[config.mk]
export PLATFORM = sky130hd
export DESIGN_NAME = warpBuffer
export DESIGN_NICKNAME = d
export VERILOG_FILES = /design/src/common/ibufPkg.sv /design/src/ibuffer/warpBuffer.sv
export SDC_FILE = /design/constraint.sdc
export NUM_CORES = 1
export LEC_CHECK = 0
export ABC_AREA = 0
export BUFFER_PORTS_ARGS = -buffer_cell sky130_fd_sc_hd__buf_2
export CORE_ASPECT_RATIO = 1.1
export CORE_UTILIZATION = 33
export CTS_CLUSTER_DIAMETER = 120
export DETAILED_ROUTE_END_ITERATION = 8
export SETUP_SLACK_MARGIN = 0.02
export SLEW_MARGIN = 25
export SYNTH_ARGS = -nofsm -noshare
export SYNTH_HDL_FRONTEND = slang
export SYNTH_SLANG_ARGS = --single-unit
[constraint.sdc]
create_clock -name clk -period 7.4 [get_ports clk]
set_clock_uncertainty 0.15 [all_clocks]
set_input_delay 0.74 -clock clk [delete_from_list [all_inputs] [get_ports clk]]
set_output_delay 0.74 -clock clk [all_outputs]
set_load 0.02 [all_outputs]
[src/common/ibufPkg.sv]
package ibufPkg;

    ////////////////////
    // field widths
    ////////////////////
    localparam int REG_W  = 5;
    localparam int NUM_REGS = 2 ** REG_W;

    // architectural register number
    typedef logic [REG_W-1:0] regIdT;
    typedef logic [3:0]       opcodeT;
    typedef logic [15:0]      immT;
    // 3 bits covers up to 8 warps
    typedef logic [2:0]       warpIdT;
    // opaque sequence label
    typedef logic [7:0]       tagT;

    ////////////////////
    // bundles
    ////////////////////
    typedef struct packed {
        warpIdT warpId;
        regIdT  src1;
        regIdT  src2;
        regIdT  dst;
        logic   src1Valid;
        logic   src2Valid;
        logic   dstValid;
        opcodeT opcode;
        immT    imm;
        logic   regWrite;
        logic   memRead;
        logic   memWrite;
        tagT    tag;
    } decInstrT;

    // writeback from execution, clears one pending register
    typedef struct packed {
        logic   valid;
        warpIdT warpId;
        regIdT  regId;
    } wbT;

    // whether the rotation pointer moved last cycle
    typedef enum logic {
        ARB_IDLE  = 1'b0,
        ARB_GRANT = 1'b1
    } arbStateT;

endpackage

[src/ibuffer/warpBuffer.sv]
`timescale 1ns/1ps

module warpBuffer #(
    parameter int IBUF_DEPTH = 2,
    parameter int WARP_INDEX = 0
) (
    input  logic              clk,
    input  logic              rstN,
    input  logic              pushValid,
    input  ibufPkg::decInstrT pushInstr,
    input  logic              pop,
    input  ibufPkg::wbT       wb,
    output logic              ready,
    output ibufPkg::decInstrT headInstr
);
    import ibufPkg::*;

    localparam int PTR_W = (IBUF_DEPTH > 1) ? $clog2(IBUF_DEPTH) : 1;
    localparam int CNT_W = $clog2(IBUF_DEPTH + 1);

    typedef logic [PTR_W-1:0] ptrT;

    decInstrT             mem [IBUF_DEPTH];
    ptrT                  wrPtr;
    ptrT                  rdPtr;
    logic [CNT_W-1:0]     count;
    logic [NUM_REGS-1:0]  pending;
    logic                 wbHit;
    logic                 srcBlocked;
    logic                 dstBlocked;

    function automatic ptrT incPtr(ptrT p);
        incPtr = (p == ptrT'(IBUF_DEPTH - 1)) ? '0 : p + 1'b1;
    endfunction

    ////////////////////
    // FIFO
    ////////////////////
    always_ff @(posedge clk) begin
        if (pushValid) begin
            mem[wrPtr] <= pushInstr;
        end
    end

    always_ff @(posedge clk or negedge rstN) begin
        if (!rstN) begin
            wrPtr <= '0;
            rdPtr <= '0;
            count <= '0;
        end else begin
            if (pushValid) begin
                wrPtr <= incPtr(wrPtr);
            end
            if (pop) begin
                rdPtr <= incPtr(rdPtr);
            end
            case ({pushValid, pop})
                2'b10:   count <= count + 1'b1;
                2'b01:   count <= count - 1'b1;
                default: count <= count;
            endcase
        end
    end

    assign headInstr = mem[rdPtr];

    ////////////////////
    // scoreboard
    ////////////////////
    assign wbHit = wb.valid && (wb.warpId == warpIdT'(WARP_INDEX));

    always_ff @(posedge clk or negedge rstN) begin
        if (!rstN) begin
            pending <= '0;
        end else begin
            if (wbHit) begin
                pending[wb.regId] <= 1'b0;
            end
            // issuing head claims its destination
            if (pop && headInstr.dstValid) begin
                pending[headInstr.dst] <= 1'b1;
            end
        end
    end

    // RAW on either source, WAW on destination
    assign srcBlocked = (headInstr.src1Valid && pending[headInstr.src1]) ||
                        (headInstr.src2Valid && pending[headInstr.src2]);
    assign dstBlocked = headInstr.dstValid && pending[headInstr.dst];

    assign ready = (count != '0) && !srcBlocked && !dstBlocked;

endmodule

; Word level (Yosys, flattened, before mapping)
; Memory sizes are Yosys's and may differ from the RTL's.
; Index checks and enable logic that the tools add are counted.
[word_totals]
reg_bits = 36
ramBits = 104
in_bits = 65
elab_cells = 52
mem_count = 1
[classes]
addsub = 4
order_cmp = 6
eq_ne = 2
muxes = 17
bitwise_logic = 3
reduce_logical = 15
[mem_list]
columns = name, depth, width, rd, rd_ports_with_merged_regs, write_ports, line
row1 = mem, 2, 52, 1, 0, 1, warpBuffer.sv:23  ; decInstrT mem [IBUF_DEPTH];
[ops]
columns = operator, n
row1 = 32-bit two-way mux, 2
row2 = 32-bit AND, 1
row3 = 32-bit inverter, 1
row4 = 32-bit OR, 1
row5 = 5-bit by 6-bit less-than comparator with 1-bit output (second input constant), 4
row6 = 1-bit binary-select mux with 5-bit select, 3
row7 = 1-bit demux with 5-bit select, 2
row8 = 5-bit by 1-bit greater-or-equal comparator with 1-bit output (second input constant), 2
row9 = 1-bit logical AND, 9
row10 = 1-bit two-way mux, 9
row11 = 2-bit one-hot mux with 2 select lines, 1
row12 = 2-bit nonzero test, 2
row13 = 3-bit logical NOT, 1
row14 = 1-bit adder (second input constant), 2
row15 = 2-bit by 1-bit adder with 2-bit output (second input constant), 1
row16 = 2-bit by 1-bit equality test with 1-bit output (second input constant), 1
row17 = 2-bit equality test (second input constant), 1
row18 = 1-bit logical NOT, 2
row19 = 2-bit by 1-bit subtractor with 2-bit output (second input constant), 1
row20 = 1-bit logical OR, 1

; Depth between registers and ports, before layout
[depth]
ltp_word = 9
depth_mapped = 11
ltp_nobuf = 8

; Worst setup path before layout
; OpenSTA, ideal clock, no wires.
[synth_path]
kind = in2reg
start = in pushValid
end = mem mem[0][0] (netlist name) (enable)
setup_ps = 463
arrival_ps = 2981
required_ps = 6787
setup_slack_ps = 3806
stages = 2
cell_sequence = inv_1 -> nor2_1
[synth_via]
elab_chain_cells = 2
[synth_rtl]
columns = item, line
row1 = from (decl), warpBuffer.sv:9  ; input logic pushValid,
row2 = 1-bit two-way mux, warpBuffer.sv:40  ; if (pushValid) begin
row3 = 1-bit two-way mux (not written as such), warpBuffer.sv:41  ; mem[wrPtr] <= pushInstr;
row4 = to (decl), warpBuffer.sv:23
; Every way passes these cells.

; Final worst setup path
[layout_path]
start = reg rdPtr
end = out ready
[layout_via]
elab_chain_cells = 8
elab_cells_between_ends = 15
classes_between = 6 x mux / 8 x reduce/logical / 1 x memory
[layout_rtl]
columns = item, line
row1 = from (decl), warpBuffer.sv:25  ; ptrT rdPtr;
row2 = from (signal assigned), warpBuffer.sv:55  ; rdPtr <= incPtr(rdPtr);
row3 = memory 2 x 52 bit *, n/a
row4 = "1-bit binary-select mux with 5-bit select, on equally long branches", "warpBuffer.sv:87, warpBuffer.sv:88"
row5 = "1-bit two-way mux, on equally long branches", "warpBuffer.sv:87, warpBuffer.sv:88"
row6 = "1-bit logical AND, on equally long branches", "warpBuffer.sv:87, warpBuffer.sv:88"
row7 = 1-bit logical OR, warpBuffer.sv:87  ; assign srcBlocked = (headInstr.src1Valid && pending[headInstr.src1]) ||
row8 = 1-bit logical NOT, warpBuffer.sv:91  ; assign ready = (count != '0) && !srcBlocked && !dstBlocked;
row9 = 1-bit logical AND, warpBuffer.sv:91
row10 = 1-bit logical AND *, warpBuffer.sv:91
row11 = to (decl), warpBuffer.sv:13  ; output logic ready,
; Mark *: on every way between the ends. The rest lies on a longest branch, timed or not. The select of a mux whose other input is x is not followed.

==> impl_metrics.toml <==
[final_layout]
diodes = 0
instances_no_fill = 812
multiInputGateArea_sq_mm = 0.00210
final-seq-area_sq_mm = 0.00403
fillers = 1734
num-nets-final = 623
syn2layout_area_growth_pct = 23.9
post_route_cells_drive_above_1_share = 0.374

[die]
rows = 52
dieArea_sq_mm = 0.0195
start_util = 0.337
die_w_microns = 133
ioPinCount = 118
core_sq_mm = 0.0185
die_y_microns = 146

[route]
vias_per_cell = 5.10
drc = 0
vias = 4145
wirelength_microns = 14900
first_iter_violations = 318
dr.pass1.iters = 7
wl_per_cell_microns = 18.4
ant_nets = 0

[yosys]
ys_async_sr_fraction = 0.257
synth_ff_type = "edfxtp_1"
syn-mean-instance-area_sq_um = 14.6
ys_types = 40
netlist_instances = 428
yosys_warnings = 0
ys_seq_elements = 140
ys_seq_area_frac = 0.645
synth_area_sq_mm = 0.00624
synth_edf_count = 104
syn_nets = 494

[sta]
finalCritPeriodShare = 0.597
relSlewSlack = 0.415
tns_ns = 0
setup_viol = 0
finalHoldViolCount = 0
slew_viol_final = 0
rsz0062_at_grt = "false"
fmax_ghz = 0.226
worst_slew_pin_slew_ns = 0.877
period_needed_ns = 4.42

[placement]
gp_congestion = 1.01
dpl.cell_count = 781
portBuffers = 117
dp_hpwl_microns = 10400

[global_routing]
grt_pass1_wl_microns = 23200
grt_max_degree = 53
grt_pass1_vias = 4223
grt_util_all_layers = 0.160
gr-total-overflow = 0
antenna_found_initial = 0

[power_and_ir_drop]
ir_worst_vdd_mv = 0.175
power_density_mw_per_mm2 = 438
p_leak_nw = 3.04

[cts]
cts_htree_levels = 4
path_clk_slew_ns = 0.06
clock-root-buffer = "clkbuf_16"
clk_latency_ns = 0.41
tritoncts = "yes"
postCtsHoldBufs = 0
cts_sinks = 140
cts_inserted_buffers = 17
cts_max_path_buffers = 2
cts.repair.resized = 0
post_cts.repair.setup_buffers = 0

[setup_path]
ff2ff_setup_slack_ns = 4.78
cp_max_fo = 29
r2r_start = "rdPtr"
required_ns = 6.51
reg2regPathDepth = 5
worstPathArrival_ns = 3.53
worstReg2RegEnd = "pending[22]"
path_class = "register to primary output"
worst_setup_path_end_kind = "primary output"
start_kind = "register"

[run]
maxCapViolCount = 0

[min_path]
hp-class = "primary input to asynchronous set/reset pin"

[run_status]
status = "finished clean"
through the flow:
stage          total power (W)  hold slack [ns]  instance area [sq um]  setup slack [ns]  utilization
2_1_floorplan          0.00210            0.293                   6240              3.81            -
3_3_place_gp           0.00247            0.310                   7080              3.50        0.383
3_5_place_dp           0.00248            0.313                   7080              3.42        0.383
4_1_cts                0.00341            0.263                   7720              2.96        0.418
5_1_grt                0.00356            0.304                   7720              2.80        0.418
6_report               0.00339            0.258                   7720              2.98        0.418
cell usage after synthesis (6+ instances only):
master,count,share of area
edfxtp_1,104,0.50
mux4_2,7,0.025
dfrtp_1,36,0.14
o21ai_0,67,0.054
nand2_1,32,0.019
mux2i_1,47,0.075
nand3_1,6,0.0048
inv_1,11,0.0066
nor2_1,16,0.0096
mux2_2,44,0.079
where the power goes:
part           switching (W)  internal (W)  leakage [nW]  total, W
Sequential          0.000215       0.00107          1.43   0.00129
Combinational       0.000670      0.000508          1.31   0.00118
Clock               0.000323      0.000597         0.307  0.000921
state kept, by name, summed over array words and instances (netlist names):
signal   count
count        2
mem        104
pending     32
rdPtr        1
wrPtr        1
cell type report:
cell class / count / share of cell area
repair buffers: 120 / 0.0787
well taps: 243 / 0.0394
clock buffers: 17 / 0.0551
flip-flops and latches: 140 / 0.521
clock inverters: 14 / 0.0282
inverters: 13 / 0.00632
multi-input cells: 265 / 0.271
critical path, stage by stage (launching register included):
cell and delay [ns]:
dfrtp_2 0.93, mux2i_4 0.80, mux2i_1 0.19, mux4_2 0.48, nor2b_1 0.14, a31oi_1 0.16
a32oi_1 0.08, o211a_1 0.15, buf_2 0.16
logic make-up (layout without fill, tap and decap cells):
family / Yosys count / count (layout) / share of synthesized area
AO/OA/AOI/OAI: 83 / 83 / 0.0732
XOR/XNOR: 5 / 5 / 0.00702
adder cells (fa/ha/maj): 1 / 1 / 0.00201
buffers and inverters: 23 / 164 / 0.0201
flip-flops: 140 / 140 / 0.645
multiplexers: 104 / 104 / 0.199
AND/OR/NAND/NOR: 72 / 72 / 0.0534
worst max-delay path by stage:
stage | startpoint | to | slack, ns | depth (start not counted)
floorplan | pushValid | mem[0][0] | 3.81 | 2
global placement | rdPtr | ready | 3.50 | 8
detailed placement | rdPtr | ready | 3.42 | 8
CTS | rdPtr | ready | 2.96 | 8
global route | rdPtr | ready | 2.80 | 8
finish | rdPtr | ready | 2.98 | 8
layer usage:
layer | track usage | up-vias | share of wire
met4 | 0.0770 | 0 | 0.034
met3 | 0.0580 | 40 | 0.094
met1 | 0.204 | 1996 | 0.42
met2 | 0.240 | 224 | 0.45
met5 | 0 | - | 0
li1 | - | 1885 | -
cells in the final DEF (no fill, tap or decap), types with 2 or more instances in the layout:
master,Yosys,routed
o22ai_1,3,3
mux2_2,44,44
mux4_2,7,7
nor2b_1,2,2
a31oi_1,3,3
nor2_1,16,15
mux2i_1,47,47
nand2b_1,4,4
inv_6,0,2
dfrtp_1,36,35
bufinv_16,0,5
inv_1,11,11
and2_1,3,2
nand3_1,6,6
nand2_1,32,32
buf_4,0,3
clkbuf_16,0,17
mux2i_2,2,2
o21ai_0,67,67
xnor2_1,2,2
buf_2,4,117
mux2i_4,4,4
inv_2,2,2
clkinvlp_4,0,2
xor2_1,3,3
nand3b_1,4,4
edfxtp_1,104,104
clkinv_4,0,3
o211ai_1,3,3
Note: power is estimated with default switching activity, not from simulation.
