### src/common/ibufPkg.sv
package ibufPkg;

    ////////////////////
    // field widths
    ////////////////////
    localparam int REG_W  = 5;
    localparam int NUM_REGS = 2 ** REG_W;

    // architectural register number
    typedef logic [REG_W-1:0] regIdT;
    typedef logic [3:0]       opcodeT;
    typedef logic [15:0]      immT;
    // 3 bits covers up to 8 warps
    typedef logic [2:0]       warpIdT;
    // opaque sequence label
    typedef logic [7:0]       tagT;

    ////////////////////
    // bundles
    ////////////////////
    typedef struct packed {
        warpIdT warpId;
        regIdT  src1;
        regIdT  src2;
        regIdT  dst;
        logic   src1Valid;
        logic   src2Valid;
        logic   dstValid;
        opcodeT opcode;
        immT    imm;
        logic   regWrite;
        logic   memRead;
        logic   memWrite;
        tagT    tag;
    } decInstrT;

    // writeback from execution, clears one pending register
    typedef struct packed {
        logic   valid;
        warpIdT warpId;
        regIdT  regId;
    } wbT;

    // whether the rotation pointer moved last cycle
    typedef enum logic {
        ARB_IDLE  = 1'b0,
        ARB_GRANT = 1'b1
    } arbStateT;

endpackage

### src/hdl/ocEgress.sv
`timescale 1ns/1ps

module ocEgress #(
    parameter int OC_CREDITS = 4
) (
    input  logic              clk,
    input  logic              rstN,
    input  logic              issueValid,
    input  ibufPkg::decInstrT issueInstr,
    input  logic              ocCredit,
    output logic              hasCredit,
    output logic              outValid,
    output ibufPkg::decInstrT outInstr
);

    localparam int CNT_W = $clog2(OC_CREDITS + 1);

    logic [CNT_W-1:0] creditCnt;

    ////////////////////
    // collector slot credits
    ////////////////////
    always_ff @(posedge clk or negedge rstN) begin
        if (!rstN) begin
            creditCnt <= CNT_W'(OC_CREDITS);
        end else begin
            // issue and return in one cycle cancel out
            case ({issueValid, ocCredit})
                2'b10:   creditCnt <= creditCnt - 1'b1;
                2'b01:   creditCnt <= creditCnt + 1'b1;
                default: creditCnt <= creditCnt;
            endcase
        end
    end

    assign hasCredit = (creditCnt != '0);

    ////////////////////
    // output register
    ////////////////////
    always_ff @(posedge clk or negedge rstN) begin
        if (!rstN) begin
            outValid <= 1'b0;
        end else begin
            outValid <= issueValid;
        end
    end

    always_ff @(posedge clk) begin
        if (issueValid) begin
            outInstr <= issueInstr;
        end
    end

endmodule

### config.mk
export PLATFORM = sky130hd
export DESIGN_NAME = ocEgress
export DESIGN_NICKNAME = d
export VERILOG_FILES = /design/src/common/ibufPkg.sv /design/src/hdl/ocEgress.sv
export SDC_FILE = /design/constraint.sdc
export NUM_CORES = 1
export LEC_CHECK = 0
export BUFFER_PORTS_ARGS = -buffer_cell sky130_fd_sc_hd__buf_2
export CORE_UTILIZATION = 41
export DETAILED_ROUTE_END_ITERATION = 16
export GPL_TIMING_DRIVEN = 0
export PLACE_DENSITY = 0.78
export SYNTH_ARGS = -nofsm -noshare
export SYNTH_HDL_FRONTEND = slang
export SYNTH_SLANG_ARGS = --single-unit
### constraint.sdc
create_clock -name clk -period 1.9 [get_ports clk]
set_clock_uncertainty 0.2 [all_clocks]
set_input_delay 0.095 -clock clk [delete_from_list [all_inputs] [get_ports clk]]
set_output_delay 0.095 -clock clk [all_outputs]
set_load 0.005 [all_outputs]
# After elaboration in Yosys (flattened, before gate mapping)
# Index checks and enable logic that the tools add are counted.
dict set report totals {
  register_bits 56
  latch_bits 0
  mem_bits_rw 0
  romBits 0
  in_bits 56
  out_inout_bits 54
  word_cells 22
  memories 0
}
dict set report op_classes {
  n_addsub 2
  n_mul 0
  div_mod_pow 0
  order_cmp 0
  n_eq_ne 2
  shift 0
  mux 1
  n_bitwise 0
  reduce_logical 2
}
# operator count
set op_table {}
lappend op_table {{$pmux W3 S2} 1}
lappend op_table {{$add A3 B1 Y3 const B} 1}
lappend op_table {{$reduce_bool A3 Y1} 1}
lappend op_table {{$sub A3 B1 Y3 const B} 1}
lappend op_table {{$eq A2 B1 Y1 const B} 1}
lappend op_table {{$eq A2 B2 Y1 const B} 1}
lappend op_table {{$reduce_bool A2 Y1} 1}

# Depth between registers and ports, before layout
# Gate-level depths: netlist of the first run.
dict set report logic_depth {
  word_depth 2
  mapped_depth 7
}

# Worst setup path before layout of the first run
# Ideal clock, no wire load.
dict set report synth_timing {
  kind {reg2reg}
  startpoint {register creditCnt[0]}
  endpoint {register creditCnt[2]}
  arrival_time_ns 1.208
  required_time_ns 1.625
  slack_ns 0.418
  stages_incl_launch_ff 5
  period_less_slack_ns 1.482
  path_cell_list {dfrtp_1 > fa_1 > xor2_1 > nor2_1 > xor2_1}
}
dict set report synth_between {
  elab_chain_len 2
  elab_cells_between_ends 3
}
# element line
set synth_lines {}
lappend synth_lines {{start, declared} ocEgress.sv:18} ;# logic [CNT_W-1:0] creditCnt;
lappend synth_lines {{start signal, assigned} ocEgress.sv:25} ;# creditCnt <= CNT_W'(OC_CREDITS);
lappend synth_lines {{start signal, assigned} ocEgress.sv:29} ;# 2'b10: creditCnt <= creditCnt - 1'b1;
lappend synth_lines {{start signal, assigned} ocEgress.sv:30} ;# 2'b01: creditCnt <= creditCnt + 1'b1;
lappend synth_lines {{$add A3 B1 Y3 or $sub A3 B1 Y3 (tied branches)} {ocEgress.sv:30, ocEgress.sv:29}}
lappend synth_lines {{$pmux W3 S2 (*)} ocEgress.sv:28} ;# case ({issueValid, ocCredit})
# Every way passes the cells marked *; elsewhere a longest branch is shown, timed or not.
# A chain may end at the register's enable or synchronous reset.

# Final worst setup path of the first run
dict set report layout_timing {
  startpoint {input port ocCredit}
  endpoint {register creditCnt[2]}
}
dict set report layout_between {
  elab_chain_len 2
  elab_cells_between_ends 4
}
# element line
set layout_lines {}
lappend layout_lines {{start, declared} ocEgress.sv:10} ;# input logic ocCredit,
lappend layout_lines {{$eq A2 B1 Y1 or $eq A2 B2 Y1 (tied branches)} ocEgress.sv:28}
lappend layout_lines {{$pmux W3 S2 or $reduce_bool A2 Y1 (tied branches)} n/a}
lappend layout_lines {{end signal, assigned} ocEgress.sv:29}
lappend layout_lines {{end signal, assigned} ocEgress.sv:30}
lappend layout_lines {{end signal, assigned} ocEgress.sv:31} ;# default: creditCnt <= creditCnt;
# Parallel ways exist; a longest one is shown, timed or not.

==> metrics, run 1 <==
Placed Instances=225; clk buf depth=2; initial core utilization=43.1%; grt met1 use=a little over a fifth; largest net degree at the start of global routing=55; All-Layer GR Usage=20.6%; share of cells above drive strength 1=49.6%; Skew-Pair Late Insertion Delay=0.30 ns; Initial DRC Count=38; startpoint types=input pin; DRC violations left=0; CTS tree=done; Slew Viols, Final=0; Die Footprint=4530 um^2; Critical Path AT=1.85 ns; commonest non-fill, non-tap cell in the layout=buf_2; area of the multi-input gates=~80 um^2; mean number of vias per cell=roughly 4.5; num rows=23; Worst Max-Slew Pin Slew=approximately 0.66 ns; dominant cell type by area after synthesis=edfxtp_1; dpl cell area=2360 um^2; number of antenna violations at the first check in global routing=1; kind of critical path=input pin to flip-flop; routability cong.=0.711; most frequent cells in the layout=buf_2 (108), dlygate4sd3_1 (55), edfxtp_1 (52), clkbuf_8 (5), dfrtp_1 (3); multiplexer area fraction after synthesis=0.643%; port bufs=109; worst r2r path cells=4; maximum clock frequency=0.549 GHz; Critical Path End Type=flip-flop; main combinational cell family by area after synthesis=adder cells; top-area cell type share of the netlist area=89.2%; Compound-Gate Fraction of Synth Area=0%; mean post-synth cell area=26.5 um^2; met3 Use GR=5.41%; status=complete, no violations; final hold vios=0; MaxCap Viol Count=0; ANT nets after route=0; post-synthesis xor/xnor area fraction=1.50%; NumNets Final=295; top cells by area, synth=edfxtp_1 (89%), dfrtp_1 (4.3%), dfstp_2 (1.5%), fa_1 (1.1%), xor2_1 (1.0%); Area Growth Syn to Fin=72.8%; wire per inst=approximately 16 um; clock-pin slew on the worst setup and hold paths=0.09 ns; Rel. slew slack=56.3%; PD cells=889 nW/um^2; number of CTS-inserted buffers=5; CTS H-tree lvls=2; Peak VDD IR=0.000647 V; die height=67.3 um; Synth Area in Adders=1.86%; final setup vio count=0; Core Area=4060 um^2; Initial DRT Pass Iterations=4; met2 Usage GRT=39.1%; Worst Path Required=1.93 ns; PnR Total Power=between 2 and 3 mW; root buffer selected by CTS=clkbuf_8; Final Instance Area=3030 um^2; GR peak layer=met2; fillers=between 200 and 300; Die Wd=67.3 um; Seq/Total Area, Yosys=95.0%; Simple-Gate Fraction of Synth Area=0.572%; IO Pins=110; vias in the first global route=1363; vias post-DR=1294; global-route wire length before repair=6.29 mm; period utilization=95.8%; dpl hpwl=2.52 mm; Post-Syn Instances=66; flops & latches, synth=56; final WL=4.49 mm; Tmin final=1.82 ns; grt ovf=0; Synth Cell Area=1750 um^2; Synth Warn #=0; Leakage=1.31 nW; Hold Path Cell Cnt=1; syn nets=124; clock sinks=56; fin cells=289; Seq. cell area=1660 um^2; worst-path fanout max=2; synth unique cells=11; worst min-delay path class=input pin to flip-flop; unrepaired setup endpoints after global routing=false
==> where the power goes <==
part | switching, mW | internal, mW | leakage (nW)
combinational | 0.155 | 0.229 | 0.700
sequential | 0.0608 | 1.49 | 0.554
clock | 0.364 | 0.391 | 0.0558
==> registers in the layout, indices dropped and copies added (netlist names) <==
name / count
outInstr: 52
outValid: 1
creditCnt: 3
==> worst max-delay path, cell delays in order <==
cell and delay [ns]:
dlygate4sd3_1 0.55, buf_2 0.12, ha_1 0.18, inv_1 0.07
fa_1 0.38, xor2_1 0.17, nor2_1 0.14, xor2_1 0.16
==> metrics by stage <==
step | hold slack [ns] | TNS (ns) | utilization (%) | setup WS (ns)
final | 0.0434 | 0 | 74.6 | 0.0791
after global routing | 0.0545 | 0 | 74.6 | 0.00164
after CTS | 0.0414 | 0 | 74.5 | 0.113
after detailed placement | -0.294 | -1.03 | 58.1 | -0.593
after global placement | -0.303 | -0.626 | 58.1 | -0.411
after floorplan | -0.401 | 0 | - | 0.418
==> synth_stat cells <==
library cell / number
dfrtp_1: 3
dfstp_2: 1
edfxtp_1: 52
fa_1: 1
ha_1: 1
inv_1: 2
mux2_2: 1
nor2_1: 1
or3_1: 1
xnor2_1: 1
xor2_1: 2
==> logic make-up after synthesis <==
logic type	after synthesis
buffers and inverters	2
and+or+nand+nor	2
DFF	56
adders and majority gates	2
muxes	1
xor gates and xnor gates	3
==> final timing paths <==
check	to	start	slack (ns)
setup / recovery	creditCnt[2]	ocCredit	0.08
hold / removal	outValid	issueValid	0.04
setup reg to reg	creditCnt[2]	creditCnt[0]	0.27
hold reg to reg	creditCnt[2]	creditCnt[2]	0.33
max in group asynchronous	creditCnt[1]	rstN	0.82
min in group asynchronous	creditCnt[2]	rstN	0.09
==> metal layers <==
layer  wire length (um)  part of all wire, %
met1               1580                   35
met2               2530                   56
met3                314                  7.0
met4                 71                  1.6
met5                  0                    0
==> cell type report <==
cell class | instances | share of cell area [%]
multi-input combinational | 8 | 2.65
antenna | 1 | 0.0827
timing repair buffer | 164 | 36.3
sequential | 56 | 55.0
clock inverter | 3 | 1.41
clock buffer | 5 | 2.27
inverter | 2 | 0.248
tap | 50 | 2.07
==> what timing repair did <==
item                                    4_1_cts  5_1_grt
hold buffers                                 55        0
setup buffers                                 0        0
resized for setup                             1        0
endpoints found under the setup margin        2        0
hold endpoints to repair                     57        0
No activity file was read; power rests on OpenSTA's default activity.
==> inputs of run 2 (changes only) <==
--- a/config.mk
+++ b/config.mk
@@ -9,7 +9,7 @@
 export CORE_UTILIZATION = 41
 export DETAILED_ROUTE_END_ITERATION = 16
 export GPL_TIMING_DRIVEN = 0
-export PLACE_DENSITY = 0.78
+export PLACE_DENSITY_LB_ADDON = 0.15
 export SYNTH_ARGS = -nofsm -noshare
 export SYNTH_HDL_FRONTEND = slang
 export SYNTH_SLANG_ARGS = --single-unit
==> run 2 against run 1 <==
Effect of this change: count of clock-buffer cells in the layout rose by 2; combinational power fell by 4%; via count is 4.6% lower; hold slack improved by 0.0074 ns; power down 6.6%; clock power is 20% lower; utilization down 0.83 points; global-route usage decreased by 3.8 points; cell count fell by 0.35%; critical path depth is 2 lower; critical path type unchanged; highest routed layer unchanged.
==> metrics, run 2 (synthesis results as in run 1) <==
DRC violations left=0 (unchanged); clock sinks=56 (unchanged); port bufs=109 (unchanged); startpoint types=input pin; ANT nets after route=0 (unchanged); global-route wire length before repair=5.33 mm (-15%); status=complete, no violations; max FFs per register=52 (unchanged); pre-CTS setup slack=-0.583 ns (+0.00941 ns); clock-pin slew on the worst setup and hold paths=0.09 ns (about the same); mean number of vias per cell=4.28 (-4.3%); Worst R2R Setup Slack=0.34 ns (+0.07 ns); IO Pins=110 (unchanged); most frequent cells in the layout=buf_2 (108), dlygate4sd3_1 (55), edfxtp_1 (52), clkbuf_8 (5), dfrtp_1 (3); Worst Max-Slew Pin Slew=0.668 ns (+0.0130 ns); slowest stage delay, CP=0.52 ns (-0.03 ns); commonest non-fill, non-tap cell in the layout=buf_2; initial core utilization=43.1% (unchanged); Die Wd=67.3 um (unchanged); unrepaired setup endpoints after global routing=false; Setup Buffers After CTS=0 (unchanged); wire per inst=13.2 um (-15%); Core Area=4060 um^2 (unchanged); kind of critical path=input pin to flip-flop; period utilization=93.3% (-2.6 points); Worst Path Required=1.89 ns (-0.04 ns); number of CTS-inserted buffers=5 (unchanged); PD cells=840 nW/um^2 (-5.5%); Die Footprint=4530 um^2 (unchanged); clk buf depth=2 (unchanged); largest net degree at the start of global routing=55 (unchanged); NumNets Final=295 (unchanged); worst path cell trace=buf_4, inv_1, ha_1, inv_1, fa_1, mux2_2; final core occ=73.7% (-0.83 points); PnR Total Power=2.51 mW (-6.6%); Final Instance Area=2990 um^2 (-1.1%); final setup TNS=0 ns (unchanged); Largest Register=outInstr; Placed Instances=225 (unchanged); CP top delay family=buffers and inverters; diode count=0 (-1); worst path bufs/invs=3 (unchanged); worst min-delay path class=input pin to flip-flop; min setup slack post-route=0.128 ns (+0.0489 ns); Area Growth Syn to Fin=70.9%; Initial DRT Pass Iterations=3 (-1); maximum clock frequency=0.564 GHz (+2.8%); number of antenna violations at the first check in global routing=0 (-1); Leakage=1.29 nW (-1.2%); final hold vios=0 (unchanged); crit path max-delay cell type=buf_4; dpl cell area=2360 um^2 (unchanged); MaxCap Viol Count=0 (unchanged); routability cong.=0.606 (-15%); Rel. slew slack=55.5% (-0.87 points); vias in the first global route=1225 (-10%); CTS H-tree lvls=2 (unchanged); root buffer selected by CTS=clkbuf_8; vias post-DR=1234 (-4.6%); WHS=0.0507 ns (+0.00739 ns); All-Layer GR Usage=16.8% (-3.8 points); Tmin final=1.77 ns (-0.0489 ns); grt ovf=0 (unchanged); Critical Path End Type=flip-flop; Slew Viols, Final=0 (unchanged); final WL=3.80 mm (-15%); Initial DRC Count=49 (+29%); Skew-Pair Late Insertion Delay=0.29 ns (about the same); CTS tree=done; share of cells above drive strength 1=48.7% (-0.84 points); Peak VDD IR=0.000581 V (-10%); die height=67.3 um (unchanged); worst-path fanout max=54 (+52); Critical Path AT=1.76 ns (-0.09 ns); CP dominant cell by count=inv_1; largest registers=outInstr: 52 flops, creditCnt: 3 flops, outValid: 1 flops; num rows=23 (unchanged); final setup vio count=0 (unchanged); fin cells=288 (-0.35%); dpl hpwl=2.40 mm (-4.8%)
run 2: final cells by class:
cell class	count	area, um^2
Sequential cell	56	1660
Tap cell	50	62.6
Multi-Input combinational cell	8	80.1
Clock buffer	7	76.3
Clock inverter	1	3.75
Fill cell	283	1070
Inverter	2	7.51
Timing Repair Buffer	164	1100
run 2: final timing paths:
kind / end / startpoint / cells past startpoint
min: outValid / issueValid / 1
min in group asynchronous: creditCnt[2] / rstN / 2
max: creditCnt[1] / issueValid / 6
max in group asynchronous: outValid / rstN / 3
min reg2reg: creditCnt[2] / creditCnt[2] / 1
max reg2reg: creditCnt[2] / creditCnt[0] / 4
run 2: power breakdown:
| group | internal [mW] | leakage, nW | switching [mW] | total [mW] |
|---|---|---|---|---|
| clock network | 0.258 | 0.0399 | 0.343 | 0.601 |
| registers | 1.49 | 0.554 | 0.0521 | 1.54 |
| logic | 0.228 | 0.700 | 0.140 | 0.369 |
run 2: repair_timing:
| action | in CTS | in global routing |
|---|---|---|
| hold buffers | 55 | 0 |
| endpoints found under the setup margin | 2 | 0 |
| hold endpoints to repair | 57 | 0 |
| gates resized for setup | 1 | 0 |
run 2: per-layer routing:
layer | track usage [%] | share of wire (%) | vias up
met5 | 0 | 0 | -
met4 | 4.79 | 1.1 | 0
met3 | 5.41 | 6.2 | 6
met2 | 31.9 | 55 | 52
met1 | 17.4 | 38 | 583
li1 | - | - | 593
run 2: worst register-to-register path: cells and delay by family (launching register included):
family,cells,cell delay [ns]
flops,1,0.43
xor+xnor,2,0.31
fa+ha+maj,1,0.45
simple gates,1,0.11
==> inputs of run 3 (changes only) <==
--- a/config.mk
+++ b/config.mk
@@ -10,6 +10,7 @@
 export DETAILED_ROUTE_END_ITERATION = 16
 export GPL_TIMING_DRIVEN = 0
 export PLACE_DENSITY_LB_ADDON = 0.15
+export RECOVER_POWER = 50
 export SYNTH_ARGS = -nofsm -noshare
 export SYNTH_HDL_FRONTEND = slang
 export SYNTH_SLANG_ARGS = --single-unit
==> run 3 against run 2 <==
Effect of this change: hold slack unchanged; via count unchanged; cell count unchanged; non-clock buffer count unchanged; first-iteration DRC count unchanged; design area about the same; largest cell class unchanged; highest routed layer unchanged; sequential power about the same.
==> metrics, run 3 (synthesis results as in run 1) <==
status=complete, no violations; startpoint types=input pin; vias in the first global route=1225 (unchanged); area of the multi-input gates=80.1 um^2 (unchanged); DRC violations left=0 (unchanged); largest net degree at the start of global routing=55 (unchanged); Hold Path Origin=issueValid; WHS Endpoint=outValid; Slew Viols, Final=0 (unchanged); share of cells above drive strength 1=48.3% (-0.42 points); MaxCap Viol Count=0 (unchanged); largest registers=outInstr: 52 flops, creditCnt: 3 flops, outValid: 1 flops; CP dominant cell by count=inv_1; reg2reg start=creditCnt[0]; clk buf depth=2 (unchanged); num rows=23 (unchanged); Critical Path AT=1.76 ns (about the same); die height=67.3 um (unchanged); wire per inst=13.2 um (unchanged); Die Footprint=4530 um^2 (unchanged); period utilization=93.3% (unchanged); maximum clock frequency=0.564 GHz (unchanged); worst-path fanout max=54 (unchanged); Critical Path End Type=flip-flop; Core Area=4060 um^2 (unchanged); Tmin final=1.77 ns (unchanged); worst min-delay path class=input pin to flip-flop; Largest Register=outInstr; Peak VDD IR=0.000581 V (about the same); unrepaired setup endpoints after global routing=false; worst r2r path cells=4 (unchanged); Rel. slew slack=55.5% (unchanged); All-Layer GR Usage=16.8% (unchanged); mean number of vias per cell=4.28 (unchanged); PD cells=840 nW/um^2 (about the same); clock-pin slew on the worst setup and hold paths=0.09 ns (about the same); reg-to-reg endpoint=creditCnt[2]; Initial DRC Count=49 (unchanged); final hold vios=0 (unchanged); commonest non-fill, non-tap cell in the layout=buf_2; Skew-Pair Late Insertion Delay=0.29 ns (about the same); most frequent cells in the layout=buf_2 (107), dlygate4sd3_1 (55), edfxtp_1 (52), clkbuf_8 (5); final setup TNS=0 ns (unchanged); kind of critical path=input pin to flip-flop; Seq. cell area=1660 um^2 (unchanged); Die Wd=67.3 um (unchanged); worst path cell trace=buf_4, inv_1, ha_1, inv_1, fa_1, mux2_2; Leakage=1.29 nW (-0.21%); crit path max-delay cell type=buf_4; Final Instance Area=2990 um^2 (about the same); Worst Max-Slew Pin Slew=0.668 ns (unchanged); Worst Path Required=1.89 ns (about the same); max FFs per register=52 (unchanged); Setup Buffers After CTS=0 (unchanged); dpl hpwl=2.40 mm (unchanged); NumNets Final=295 (unchanged); Worst R2R Setup Slack=0.34 ns (about the same); CTS H-tree lvls=2 (unchanged); slowest stage delay, CP=0.52 ns (about the same); number of antenna violations at the first check in global routing=0 (unchanged); IO Pins=110 (unchanged); Initial DRT Pass Iterations=3 (unchanged); grt ovf=0 (unchanged); vias post-DR=1234 (unchanged); port bufs=109 (unchanged); final setup vio count=0 (unchanged); diode count=0 (unchanged); fillers=284 (+0.35%); clock sinks=56 (unchanged); root buffer selected by CTS=clkbuf_8; Hold Path Cell Cnt=1 (unchanged); final WL=3.80 mm (unchanged); global-route wire length before repair=5.33 mm (unchanged); ANT nets after route=0 (unchanged); Area Growth Syn to Fin=70.8% (about the same); routability cong.=0.606 (unchanged); dpl cell area=2360 um^2 (unchanged); number of CTS-inserted buffers=5 (unchanged); initial core utilization=43.1% (unchanged); CTS tree=done
## run 3: changes by cell type in the layout (fill, tap and decap cells not counted), sizes merged
cell | before | now
buf | 109 | 108
clkbuf | 7 | 8
## run 3: through the flow
stage	setup slack [ns]	hold slack [ns]	util, %	cells	total power, mW
after floorplan	0.418	-0.401	-	66	1.66
after global placement	-0.418	-0.301	58.1	225	1.83
after detailed placement	-0.583	-0.291	58.1	225	1.85
after CTS	0.126	0.0458	73.7	288	2.53
after global routing	0.0499	0.0734	73.7	288	2.63
final	0.128	0.0507	73.7	288	2.51
## run 3: worst max-delay path by stage
stage | startpoint | end | depth (start not counted)
6_report | issueValid | creditCnt[1] | 6
5_1_grt | issueValid | creditCnt[1] | 6
3_5_place_dp | issueValid | creditCnt[1] | 6
2_1_floorplan | creditCnt[0] | creditCnt[2] | 4
4_1_cts | issueValid | creditCnt[1] | 6
3_3_place_gp | issueValid | creditCnt[1] | 6
## run 3: cell type report
class / instances / share of cell area, %
inverter: 2 / 0.251
sequential: 56 / 55.6
timing repair buffer: 164 / 36.7
tap: 50 / 2.09
clock inverter: 1 / 0.126
clock buffer: 7 / 2.55
multi-input combinational: 8 / 2.68
## run 3: timing repair
item | 4_1_cts | 5_1_grt
hold buffers | 55 | 0
setup endpoints to repair | 2 | 0
hold endpoints to repair | 57 | 0
gates resized for setup | 1 | 0
## run 3: critical path, delay by kind of cell
family / cells / cell delay, ns
buf+inv: 3 / 0.70
mux: 1 / 0.27
fa+ha+maj: 2 / 0.66
## run 3: metal layers
metal  GRT usage [%]  share of wire [%]
met1            17.4                 38
met2            31.9                 55
met3            5.41                6.2
met4            4.79                1.1
met5               0                  0
## run 3: power by group
group	switching, mW	internal, mW
sequential	0.0521	1.49
clock	0.343	0.258
combinational	0.140	0.228
total	0.536	1.98
