`src/common/ibufPkg.sv`:
```
package ibufPkg;

    ////////////////////
    // field widths
    ////////////////////
    localparam int REG_W  = 5;
    localparam int NUM_REGS = 2 ** REG_W;

    // architectural register number
    typedef logic [REG_W-1:0] regIdT;
    typedef logic [3:0]       opcodeT;
    typedef logic [15:0]      immT;
    // 3 bits covers up to 8 warps
    typedef logic [2:0]       warpIdT;
    // opaque sequence label
    typedef logic [7:0]       tagT;

    ////////////////////
    // bundles
    ////////////////////
    typedef struct packed {
        warpIdT warpId;
        regIdT  src1;
        regIdT  src2;
        regIdT  dst;
        logic   src1Valid;
        logic   src2Valid;
        logic   dstValid;
        opcodeT opcode;
        immT    imm;
        logic   regWrite;
        logic   memRead;
        logic   memWrite;
        tagT    tag;
    } decInstrT;

    // writeback from execution, clears one pending register
    typedef struct packed {
        logic   valid;
        warpIdT warpId;
        regIdT  regId;
    } wbT;

    // whether the rotation pointer moved last cycle
    typedef enum logic {
        ARB_IDLE  = 1'b0,
        ARB_GRANT = 1'b1
    } arbStateT;

endpackage

```
`src/hdl/instrIngress.sv`:
```
`timescale 1ns/1ps

module instrIngress #(
    parameter int NUM_WARPS = 8
) (
    input  logic                 clk,
    input  logic                 rstN,
    input  logic                 inValid,
    input  ibufPkg::decInstrT    inInstr,
    input  logic [NUM_WARPS-1:0] pop,
    output logic [NUM_WARPS-1:0] pushValid,
    output ibufPkg::decInstrT    pushInstr,
    output logic [NUM_WARPS-1:0] fetchCredit
);
    import ibufPkg::*;

    logic     validQ;
    decInstrT instrQ;

    ////////////////////
    // input register
    ////////////////////
    always_ff @(posedge clk or negedge rstN) begin
        if (!rstN) begin
            validQ <= 1'b0;
        end else begin
            validQ <= inValid;
        end
    end

    always_ff @(posedge clk) begin
        if (inValid) begin
            instrQ <= inInstr;
        end
    end

    // steer to the owning warp
    always_comb begin
        pushValid = '0;
        if (validQ) begin
            pushValid[instrQ.warpId] = 1'b1;
        end
    end

    assign pushInstr = instrQ;

    // one credit back per freed slot, a cycle after the pop
    always_ff @(posedge clk or negedge rstN) begin
        if (!rstN) begin
            fetchCredit <= '0;
        end else begin
            fetchCredit <= pop;
        end
    end

endmodule

```
`config.mk`:
```
export PLATFORM = sky130hd
export DESIGN_NAME = instrIngress
export DESIGN_NICKNAME = d
export VERILOG_FILES = /design/src/common/ibufPkg.sv /design/src/hdl/instrIngress.sv
export SDC_FILE = /design/constraint.sdc
export NUM_CORES = 1
export LEC_CHECK = 0
export ABC_AREA = 1
export BUFFER_PORTS_ARGS = -buffer_cell sky130_fd_sc_hd__buf_2
export CORE_UTILIZATION = 40
export CTS_CLUSTER_SIZE = 24
export DETAILED_ROUTE_END_ITERATION = 6
export GPL_TIMING_DRIVEN = 0
export MAX_ROUTING_LAYER = met4
export PLACE_DENSITY = 0.79
export SETUP_SLACK_MARGIN = 0.2
export SYNTH_ARGS = -nofsm -noshare
export SYNTH_HDL_FRONTEND = slang
export SYNTH_SLANG_ARGS = --single-unit
```
`constraint.sdc`:
```
create_clock -name clk -period 0.95 [get_ports clk]
set_clock_uncertainty 0.05 [all_clocks]
set_input_delay 0.285 -clock clk [delete_from_list [all_inputs] [get_ports clk]]
set_output_delay 0.285 -clock clk [all_outputs]
set_load 0.005 [all_outputs]
```
After elaboration in Yosys (flattened, before gate mapping)
Index checks and enable logic that the tools add are counted.

cells by class
  add/sub/neg operators = 0
  multipliers = 0
  divide/modulo/power cells = 0
  magnitude comparators = 2
  equality and inequality tests = 0
  shift operators = 0
  muxes and demuxes = 3
  bitwise operators = 0
  reductions and logical operators = 1

operator list
  operator                                                                count
  8-bit two-way mux                                                       1
  3-bit by 4-bit < comparator with 1-bit output (second input constant)   1
  1-bit demux with 3-bit select                                           1
  3-bit by 1-bit >= comparator with 1-bit output (second input constant)  1
  1-bit logical AND                                                       1
  1-bit two-way mux                                                       1

storage, ports and cells
  register bits after elaboration = 61
  latch bits = 0
  bits in writable memories = 0
  memory bits (read-only) = 0
  bits of input ports = 63
  output and inout bits = 68
  word-level logic and storage cells = 21
  memories = 0

Longest topological paths before layout
Gate-level depths: netlist of run 1.

  depth in word-level cells = 5
  depth in mapped cells = 3
  gate-level depth less buffers = 3

Worst setup path after synthesis of run 1
Ideal clock, no wire load.

  path kind = reg2out
  from = register instrQ (netlist bit pushInstr[49])
  to = output pushValid[0]
  data arrival time = 670 ps
  required time = 615 ps
  path slack = -55 ps
  stages on the path, launching flop included = 4
  buffers on the path = 0
  cell sequence = edfxtp_1 inv_1 nand2_1 nor2_1

between the ends
  cells in the longest elaborated chain, start to end = 5
  elaborated cells on any way between the ends = 6
  classes of those cells = order compare: 2; mux: 3; reduce/logical: 1

ends and longest elaborated chain
  item                                                                                                                                   RTL line            RTL
  from (decl)                                                                                                                            instrIngress.sv:18  decInstrT instrQ;
  from (signal assigned)                                                                                                                 instrIngress.sv:33  instrQ <= inInstr;
  3-bit by 4-bit < comparator with 1-bit output (implied by the code) or 3-bit by 1-bit >= comparator with 1-bit output (tied branches)  instrIngress.sv:41  pushValid[instrQ.warpId] = 1'b1;
  1-bit logical AND (implied by the code)                                                                                                instrIngress.sv:41
  1-bit two-way mux (implied by the code)                                                                                                instrIngress.sv:41
  1-bit demux with 3-bit select *                                                                                                        instrIngress.sv:41
  8-bit two-way mux *                                                                                                                    instrIngress.sv:40  if (validQ) begin
  to (decl)                                                                                                                              instrIngress.sv:11  output logic [NUM_WARPS-1:0] pushValid,

Every way passes the cells marked *; elsewhere a longest branch is shown, timed or not.

Worst setup path in the final report of run 1
  from = register instrQ (netlist bit pushInstr[51])
  to = output pushValid[4]

The elaborated chain is that of the path after synthesis.

==> results of run 1 <==
## registers in the layout, indices dropped and copies added (netlist names)
signal	count
fetchCredit	8
pushInstr	52
validQ	1
## logic make-up (layout without fill, tap and decap cells)
family	Yosys count	count (layout)	synth area share, %
flip-flops	61	61	96.6
AND/OR/NAND/NOR	14	14	2.84
buffers and inverters	3	155	0.608
## placed cells by master, fill, tap and decap left out
master | netlist | final
buf_2 | 0 | 128
buf_6 | 0 | 2
bufinv_16 | 0 | 2
clkbuf_1 | 0 | 1
clkbuf_8 | 0 | 10
clkinv_1 | 0 | 1
clkinv_2 | 0 | 1
clkinvlp_4 | 0 | 1
dfrtp_1 | 9 | 9
dlygate4sd3_1 | 0 | 2
dlymetal6s4s_1 | 0 | 4
edfxtp_1 | 52 | 52
inv_1 | 3 | 1
inv_2 | 0 | 2
nand2_1 | 6 | 5
nand2_2 | 0 | 1
nor2_1 | 8 | 8
## what timing repair did
item / in CTS / in global routing
pin swaps: 1 / 1
gates cloned: 0 / 0
endpoints found under the hold margin: 13 / 1
setup endpoints to repair: 121 / 113
gates resized for setup: 4 / 7
buffers inserted: 1 / 0
hold buffers: 5 / 1
## worst paths after layout
path / slack, ns / cells past startpoint / end
worst max-delay path: -0.50 / 4 / pushValid[4]
worst min-delay path: 0.02 / 1 / fetchCredit[6]
max in group asynchronous: 0.38 / 2 / fetchCredit[0]
min in group asynchronous: 0.30 / 2 / fetchCredit[3]
## cells in the mapped netlist
cell      instances
dfrtp_1           9
nand2_1           6
edfxtp_1         52
nor2_1            8
inv_1             3
## per-layer routing
metal | up-vias | GRT usage [%]
met1 | 559 | 15.3
met3 | 8 | 7.22
met4 | 0 | 8.67
li1 | 582 | -
met2 | 86 | 28.4
met5 | - | -
## where the power goes
part | switching, mW | internal, mW | total [mW]
Combinational | 0.212 | 0.257 | 0.469
Clock | 0.905 | 1.45 | 2.35
Sequential | 0.0514 | 3.13 | 3.18
Total | 1.17 | 4.84 | 6.00
## cell type report
| cell class | count | area (um^2) | area share, % |
|---|---|---|---|
| flip-flops and latches | 61 | 1790 | 62.3 |
| clock buffers | 10 | 128 | 4.45 |
| inverters | 3 | 11.3 | 0.392 |
| clock inverters | 5 | 76.3 | 2.66 |
| well taps | 52 | 65.1 | 2.27 |
| multi-input cells | 14 | 55.1 | 1.92 |
| repair buffers | 137 | 747 | 26.0 |
==> results by group, run 1 <==
Run status
  • Status: complete, but fails checks
  • Violated checks: setup timing

Power and ir drop
  • Peak VDD IR: 1.39 mV
  • Total leakage power: 1.35 nW
  • Pwr/cell area: 2090 nW/um^2
  • Total power: 6.00 mW

Finish
  • Ant diodes: 0
  • Final core occ: 65.0%
  • Area Growth Syn to Fin: 55.0%
  • Filler Cells Inserted: 300
  • Share of cells above drive strength 1: 63.9%
  • Design Area, Final: 2870 um^2
  • Nets: 289
  • Layout Cells excl Fill: 282

Placement
  • Port bufs: 130
  • Detailed Place HPWL: 2.64 mm
  • Post-placement cell count: 260
  • Final estimated routing congestion in global placement: 0.708
  • Dpl ws: -0.632 ns
  • Area post-placement: 2570 um^2

Setup path
  • Worst setup SP type: flop
  • Slowest CP cell: edfxtp_1
  • CP arrival: 1.11 ns
  • Crit path max-delay family: flip-flops
  • Critical path origin: pushInstr[51]
  • Max incr delay on CP: 0.41 ns
  • Crit-path max FO: 3
  • Worst Path Required: 0.61 ns
  • CP cell instances: buf_6 > nand2_1 > nor2_1 > buf_2
  • Worst setup EP type: output pin
  • Crit path buffers/inverters: 2
  • WS Path Type: flop to output pin

Clock tree
  • Clock tree buffer depth: 2
  • # clock sinks: 61
  • CTS buffer count: 9
  • Root cell of the clock tree: clkbuf_8
  • CTS tree: built
  • H-tree depth: 3
  • Clk slew on worst S/H paths: 0.06 ns

Run
  • Maxcap violations: 0

Timing
  • Final Critical Period: 1.45 ns
  • Hold_ws: 0.0212 ns
  • RSZ-0062 raised after global routing: yes
  • Period Utilization, post-route: 153%
  • Final setup margin: -0.500 ns
  • Fin. max-slew vios: 0
  • TNS Setup: -16.14 ns
  • Slew headroom: 73.6%
  • Peak Freq: 0.690 GHz
  • Final Setup Violations: 68
  • Worst slew pin tran: 0.396 ns
  • Final Hold Viols: 0

GRT
  • Total track usage: 16.5%
  • Initial antenna violation count: 0
  • Global route total overflow: 0
  • First-pass GRT wire length: 5.51 mm
  • Largest net degree at the start of global routing: 54
  • Vias in the first global route: 1236

Logic synthesis
  • Yosys warns: 0
  • Cells after Synth: 78
  • Synth cell types: 5
  • Post-synthesis net count: 141
  • Synthesized area per cell: 23.7 um^2
  • Register bit count reported by yosys: 61
  • Cell taking the most area after synthesis: edfxtp_1
  • Top cells by area, synth: edfxtp_1, dfrtp_1, nor2_1
  • Post-Syn Area: 1850 um^2
  • Post-synth top area share: 84.4%
  • Sequential fraction of the synthesis area: 96.6%

Worst hold path
  • Path category of the worst min-delay check: input port to flop
  • Hold Startpoint: pop[6]

Drt
  • Post-Route WL: 3.78 mm
  • DR DRC count: 0
  • Vias: 1235
  • Met3 Wirelength: 353 um
  • First DRT Iteration DRCs: 34
  • WL met1: 1.33 mm
  • Met2 WL: 2.01 mm
  • Vias per cell: 4.38
  • Drt wl/cell: 13.4 um
  • Routed Antenna Nets: 0
  • Highest Signal Layer: met4
  • TritonRoute pass-1 iters: 4

Floorplanning
  • Die Area: 4900 um^2
  • Core box area: 4410 um^2
  • Starting density of the core: 41.9%
  • Ports: 131
  • Die Wd: 70.0 um
  • Site row count: 24
  • Die Span Y: 70.0 um
Power figures use the tool's default switching activity.
==> run 2, diff against run 1 <==
GPL_TIMING_DRIVEN = unset   (was 0)
==> run 2 against run 1 <==
The run still ends with setup timing left. Non-clock buffer count increased by 1. Critical path depth unchanged. Die area unchanged. Critical endpoint is now pushValid[7]. Largest power group unchanged.
==> results by group, run 2 (synthesis results as in run 1) <==
Finish
  • Commonest non-fill, non-tap cell in the layout: buf_2
  • Design Area, Final: 2880 um^2 (+0.52%)
  • Nets: 290 (+0.35%)
  • Share of cells above drive strength 1: 65.5% (+1.6 points)
  • Max FFs per register: 52 (unchanged)
  • Ant diodes: 0 (unchanged)
  • Area Growth Syn to Fin: 55.8%
  • Most frequent cells in the layout: buf_2, edfxtp_1, clkbuf_8, dfrtp_1, nor2_1

Setup path
  • Max incr delay on CP: 0.42 ns (about the same)
  • Slowest CP cell: edfxtp_1
  • Worst setup SP type: flop
  • Worst setup EP type: output pin
  • WS Path Type: flop to output pin
  • Crit path buffers/inverters: 2 (unchanged)
  • CP cell instances: buf_6 > nand2_1 > nor2_1 > buf_2
  • CP arrival: 1.12 ns (about the same)
  • Crit-path max FO: 3 (unchanged)
  • Critical path origin: pushInstr[50]
  • Worst Path Required: 0.61 ns (about the same)
  • Crit path max-delay family: flip-flops

Placement
  • Detailed Place HPWL: 2.76 mm (+4.5%)
  • Port bufs: 130 (unchanged)
  • Area post-placement: 2620 um^2 (+1.9%)
  • Dpl ws: -0.147 ns (+0.485 ns)
  • Final estimated routing congestion in global placement: 0.699 (-1.2%)

Timing
  • RSZ-0062 raised after global routing: yes
  • Slew headroom: 87.5% (+14 points)
  • Peak Freq: 0.688 GHz (-0.26%)
  • Period Utilization, post-route: 153% (+0.39 points)
  • Worst slew pin tran: 0.188 ns (-0.208 ns)
  • Final Critical Period: 1.45 ns (+0.00373 ns)
  • Final Hold Viols: 0 (unchanged)
  • Final Setup Violations: 68 (unchanged)
  • Final setup margin: -0.504 ns (-0.00373 ns)
  • Fin. max-slew vios: 0 (unchanged)

Drt
  • Vias per cell: 4.39 (+0.18%)
  • TritonRoute pass-1 iters: 4 (unchanged)
  • Routed Antenna Nets: 0 (unchanged)
  • Drt wl/cell: 13.0 um (-2.8%)
  • First DRT Iteration DRCs: 54 (+59%)
  • Vias: 1246 (+0.89%)
  • Post-Route WL: 3.71 mm (-2.1%)
  • DR DRC count: 0 (unchanged)

GRT
  • First-pass GRT wire length: 5.56 mm (+1.0%)
  • Vias in the first global route: 1291 (+4.4%)
  • Largest net degree at the start of global routing: 25 (-54%)
  • Global route total overflow: 0 (unchanged)
  • Total track usage: 16.3% (-0.17 points)
  • Initial antenna violation count: 0 (unchanged)

Floorplanning
  • Starting density of the core: 41.9% (unchanged)
  • Site row count: 24 (unchanged)
  • Die Span Y: 70.0 um (unchanged)
  • Core box area: 4410 um^2 (unchanged)
  • Die Wd: 70.0 um (unchanged)
  • Die Area: 4900 um^2 (unchanged)
  • Ports: 131 (unchanged)

Clock tree
  • CTS tree: built
  • Clk slew on worst S/H paths: 0.06 ns (about the same)
  • H-tree depth: 3 (unchanged)
  • Root cell of the clock tree: clkbuf_8
  • # clock sinks: 61 (unchanged)
  • Clock tree buffer depth: 2 (unchanged)
  • CTS buffer count: 9 (unchanged)

Power and ir drop
  • Total leakage power: 1.33 nW (-1.3%)
  • Peak VDD IR: 1.50 mV (+7.6%)
  • Total power: 6.01 mW (about the same)
  • Pwr/cell area: 2080 nW/um^2 (-0.48%)

Run
  • Maxcap violations: 0 (unchanged)

Worst hold path
  • Hold Startpoint: pop[0]
  • Path category of the worst min-delay check: input port to flop

Run status
  • Violated checks: setup timing
  • Status: complete, but fails checks
==> run 2: changes by cell type in the layout (fill, tap and decap cells not counted), sizes merged <==
cell / previous run / this run
clkinv: 2 / 4
buf: 130 / 134
dlymetal6s4s: 4 / 0
clkinvlp: 1 / 0
clkbuf: 11 / 10
dlygate4sd3: 2 / 4
==> run 2: area by class of cell <==
cell class,instances,area [um^2]
Inverter,3,11.3
Sequential cell,61,1790
Timing Repair Buffer,138,756
Fill cell,313,1530
Tap cell,52,65.1
Clock inverter,6,77.6
Clock buffer,10,128
Multi-Input combinational cell,14,60.1
==> run 2: power by group <==
part	internal (mW)	leakage, nW	switching (mW)	total [mW]
logic	0.266	0.611	0.217	0.483
clock network	1.45	0.105	0.893	2.34
registers	3.13	0.614	0.0511	3.18
total	4.85	1.33	1.16	6.01
==> run 2: final timing paths <==
path	depth (start not counted)	slack, ns	end
worst max-delay path	4	-0.50	pushValid[7]
worst min-delay path	1	0.02	fetchCredit[0]
max in group asynchronous	2	0.37	fetchCredit[1]
min in group asynchronous	2	0.30	fetchCredit[0]
==> run 2: what timing repair did <==
item | 4_1_cts | 5_1_grt
setup buffers | 0 | 1
resized for setup | 3 | 3
pin swaps | 2 | 5
gates cloned | 0 | 0
endpoints found under the setup margin | 68 | 68
hold buffers | 1 | 3
hold endpoints to repair | 9 | 3
==> run 2: per-stage QoR <==
step / hold WS, ns / TNS (ns) / utilization (%) / instances
6_report: 0.0213 / -15.71 / 65.3 / 284
5_1_grt: 0.000114 / -19.40 / 65.3 / 284
4_1_cts: 0.00168 / -16.83 / 64.2 / 280
3_5_place_dp: 0.0879 / -2.71 / 59.3 / 263
3_3_place_gp: 0.0862 / -3.31 / 59.3 / 263
2_1_floorplan: -0.0606 / -0.324 / - / 78
==> run 2: per-layer routing <==
| layer | routed length [um] | vias to the layer above | GRT usage, % | part of all wire (%) |
|---|---|---|---|---|
| met4 | 105 | 0 | 9.78 | 2.8 |
| met2 | 1960 | 95 | 27.0 | 53 |
| met3 | 358 | 9 | 7.50 | 9.7 |
| met1 | 1290 | 555 | 15.4 | 35 |
| met5 | 0 | - | - | 0 |
| li1 | - | 587 | - | - |
==> run 3, diff against run 2 <==
--- a/config.mk
+++ b/config.mk
@@ -15,2 +15,4 @@
 export SETUP_SLACK_MARGIN = 0.2
+export SKIP_CTS_REPAIR_TIMING = 1
+export SKIP_LAST_GASP = 1
 export SYNTH_ARGS = -nofsm -noshare
==> constraint.sdc (replaced) <==
create_clock -name clk -period 0.95 [get_ports clk]
set_clock_uncertainty 0.05 [all_clocks]
set_input_delay 0.095 -clock clk [delete_from_list [all_inputs] [get_ports clk]]
set_output_delay 0.095 -clock clk [all_outputs]
set_load 0.005 [all_outputs]
==> run 3 against run 2 <==
The flow still finishes with violations (setup timing). Largest cell class unchanged. Via count grew 22%. Worst hold slack improved by 0.078 ns. Count of clock-buffer cells in the layout decreased by 1. Global-route usage shrank 1.2 points. Critical endpoint is now pushValid[2]. Critical path type unchanged.
==> results by group, run 3 (synthesis results as in run 1) <==
Setup path
  • Crit-path max FO: 4 (+1)
  • Max incr delay on CP: 0.43 ns (about the same)
  • Worst setup SP type: flop
  • CP cell instances: inv_2 > nand2_1 > nor2_1 > buf_2
  • WS Path Type: flop to output pin
  • CP arrival: 1.08 ns (-0.04 ns)
  • Crit path buffers/inverters: 2 (unchanged)
  • Worst Path Required: 0.81 ns (+0.20 ns)
  • Slowest CP cell: edfxtp_1
  • Crit path max-delay family: flip-flops
  • Worst setup EP type: output pin

Timing
  • Worst slew pin tran: 0.209 ns (+0.0213 ns)
  • Final Setup Violations: 51 (-25%)
  • Period Utilization, post-route: 129% (-24 points)
  • Final Critical Period: 1.23 ns (-0.225 ns)
  • RSZ-0062 raised after global routing: yes
  • TNS Setup: -3.56 ns (+12.15 ns)
  • Peak Freq: 0.814 GHz (+18%)
  • Final setup margin: -0.278 ns (+0.225 ns)
  • Hold_ws: 0.0998 ns (+0.0785 ns)
  • Slew headroom: 86.1% (-1.4 points)
  • Final Hold Viols: 0 (unchanged)
  • Fin. max-slew vios: 0 (unchanged)

Floorplanning
  • Die Area: 4900 um^2 (unchanged)
  • Core box area: 4410 um^2 (unchanged)
  • Site row count: 24 (unchanged)
  • Die Span Y: 70.0 um (unchanged)
  • Ports: 131 (unchanged)
  • Starting density of the core: 41.9% (unchanged)
  • Die Wd: 70.0 um (unchanged)

Placement
  • Final estimated routing congestion in global placement: 0.726 (+3.8%)
  • Area post-placement: 2610 um^2 (-0.29%)
  • Post-placement cell count: 262 (-0.38%)
  • Detailed Place HPWL: 2.67 mm (-3.0%)
  • Port bufs: 130 (unchanged)
  • Dpl ws: 0.0403 ns (+0.187 ns)

GRT
  • Initial antenna violation count: 0 (unchanged)
  • First-pass GRT wire length: 5.12 mm (-7.9%)
  • Global route total overflow: 0 (unchanged)
  • Largest net degree at the start of global routing: 31 (+24%)
  • Total track usage: 15.2% (-1.2 points)
  • Vias in the first global route: 1178 (-8.8%)

Clock tree
  • Clock tree buffer depth: 2 (unchanged)
  • H-tree depth: 3 (unchanged)
  • Clk slew on worst S/H paths: 0.06 ns (about the same)
  • CTS tree: built
  • Root cell of the clock tree: clkbuf_8
  • CTS buffer count: 9 (unchanged)
  • # clock sinks: 61 (unchanged)

Finish
  • Commonest non-fill, non-tap cell in the layout: buf_2
  • Area Growth Syn to Fin: 83.9%
  • Ant diodes: 0 (unchanged)
  • Share of cells above drive strength 1: 52.1% (-13 points)
  • Most frequent cells in the layout: buf_2, dlygate4sd3_1, edfxtp_1
  • Filler Cells Inserted: 241 (-23%)
  • Layout Cells excl Fill: 338 (+19%)
  • Final core occ: 77.1% (+12 points)
  • Max FFs per register: 52 (unchanged)
  • Nets: 345 (+19%)
  • Design Area, Final: 3400 um^2 (+18%)

Drt
  • Post-Route WL: 5.46 mm (+47%)
  • Routed Antenna Nets: 0 (unchanged)
  • TritonRoute pass-1 iters: 4 (unchanged)
  • Vias: 1518 (+22%)
  • DR DRC count: 0 (unchanged)
  • First DRT Iteration DRCs: 86 (+59%)
  • Drt wl/cell: 16.1 um (+24%)
  • Vias per cell: 4.49 (+2.4%)

Worst hold path
  • Path category of the worst min-delay check: input port to flop

Power and ir drop
  • Total leakage power: 1.54 nW (+16%)
  • Total power: 6.00 mW (-0.14%)
  • Peak VDD IR: 0.951 mV (-36%)
  • Pwr/cell area: 1760 nW/um^2 (-15%)

Run status
  • Violated checks: setup timing
  • Status: complete, but fails checks

Run
  • Maxcap violations: 0 (unchanged)
==> run 3: final cells by class <==
| class | count | area (um^2) | share of cell area [%] |
|---|---|---|---|
| clock buffer | 9 | 124 | 3.64 |
| clock inverter | 6 | 55.1 | 1.62 |
| timing repair buffer | 193 | 1300 | 38.2 |
| tap | 52 | 65.1 | 1.91 |
| inverter | 3 | 11.3 | 0.331 |
| multi-input combinational | 14 | 60.1 | 1.76 |
| sequential | 61 | 1790 | 52.5 |
==> run 3: final timing paths <==
path	start	end	slack (ns)	cells after the start
max in group asynchronous	rstN	validQ	0.51	2
setup / recovery	pushInstr[51]	pushValid[2]	-0.28	4
hold / removal	inValid	validQ	0.1	2
min in group asynchronous	rstN	fetchCredit[7]	0.15	2
==> run 3: report_power, final <==
part           total [mW]  internal, mW  switching, mW
Combinational       0.672         0.407          0.265
Sequential           3.20          3.13         0.0668
Clock                2.13          1.17          0.960
==> run 3: metal layers <==
metal  GRT usage [%]  up-vias  wire [um]
met1            14.0      719       2110
met5               -        -          0
met3            7.94        8        433
met4            9.33        0         93
li1                -      695          -
met2            24.6       96       2820
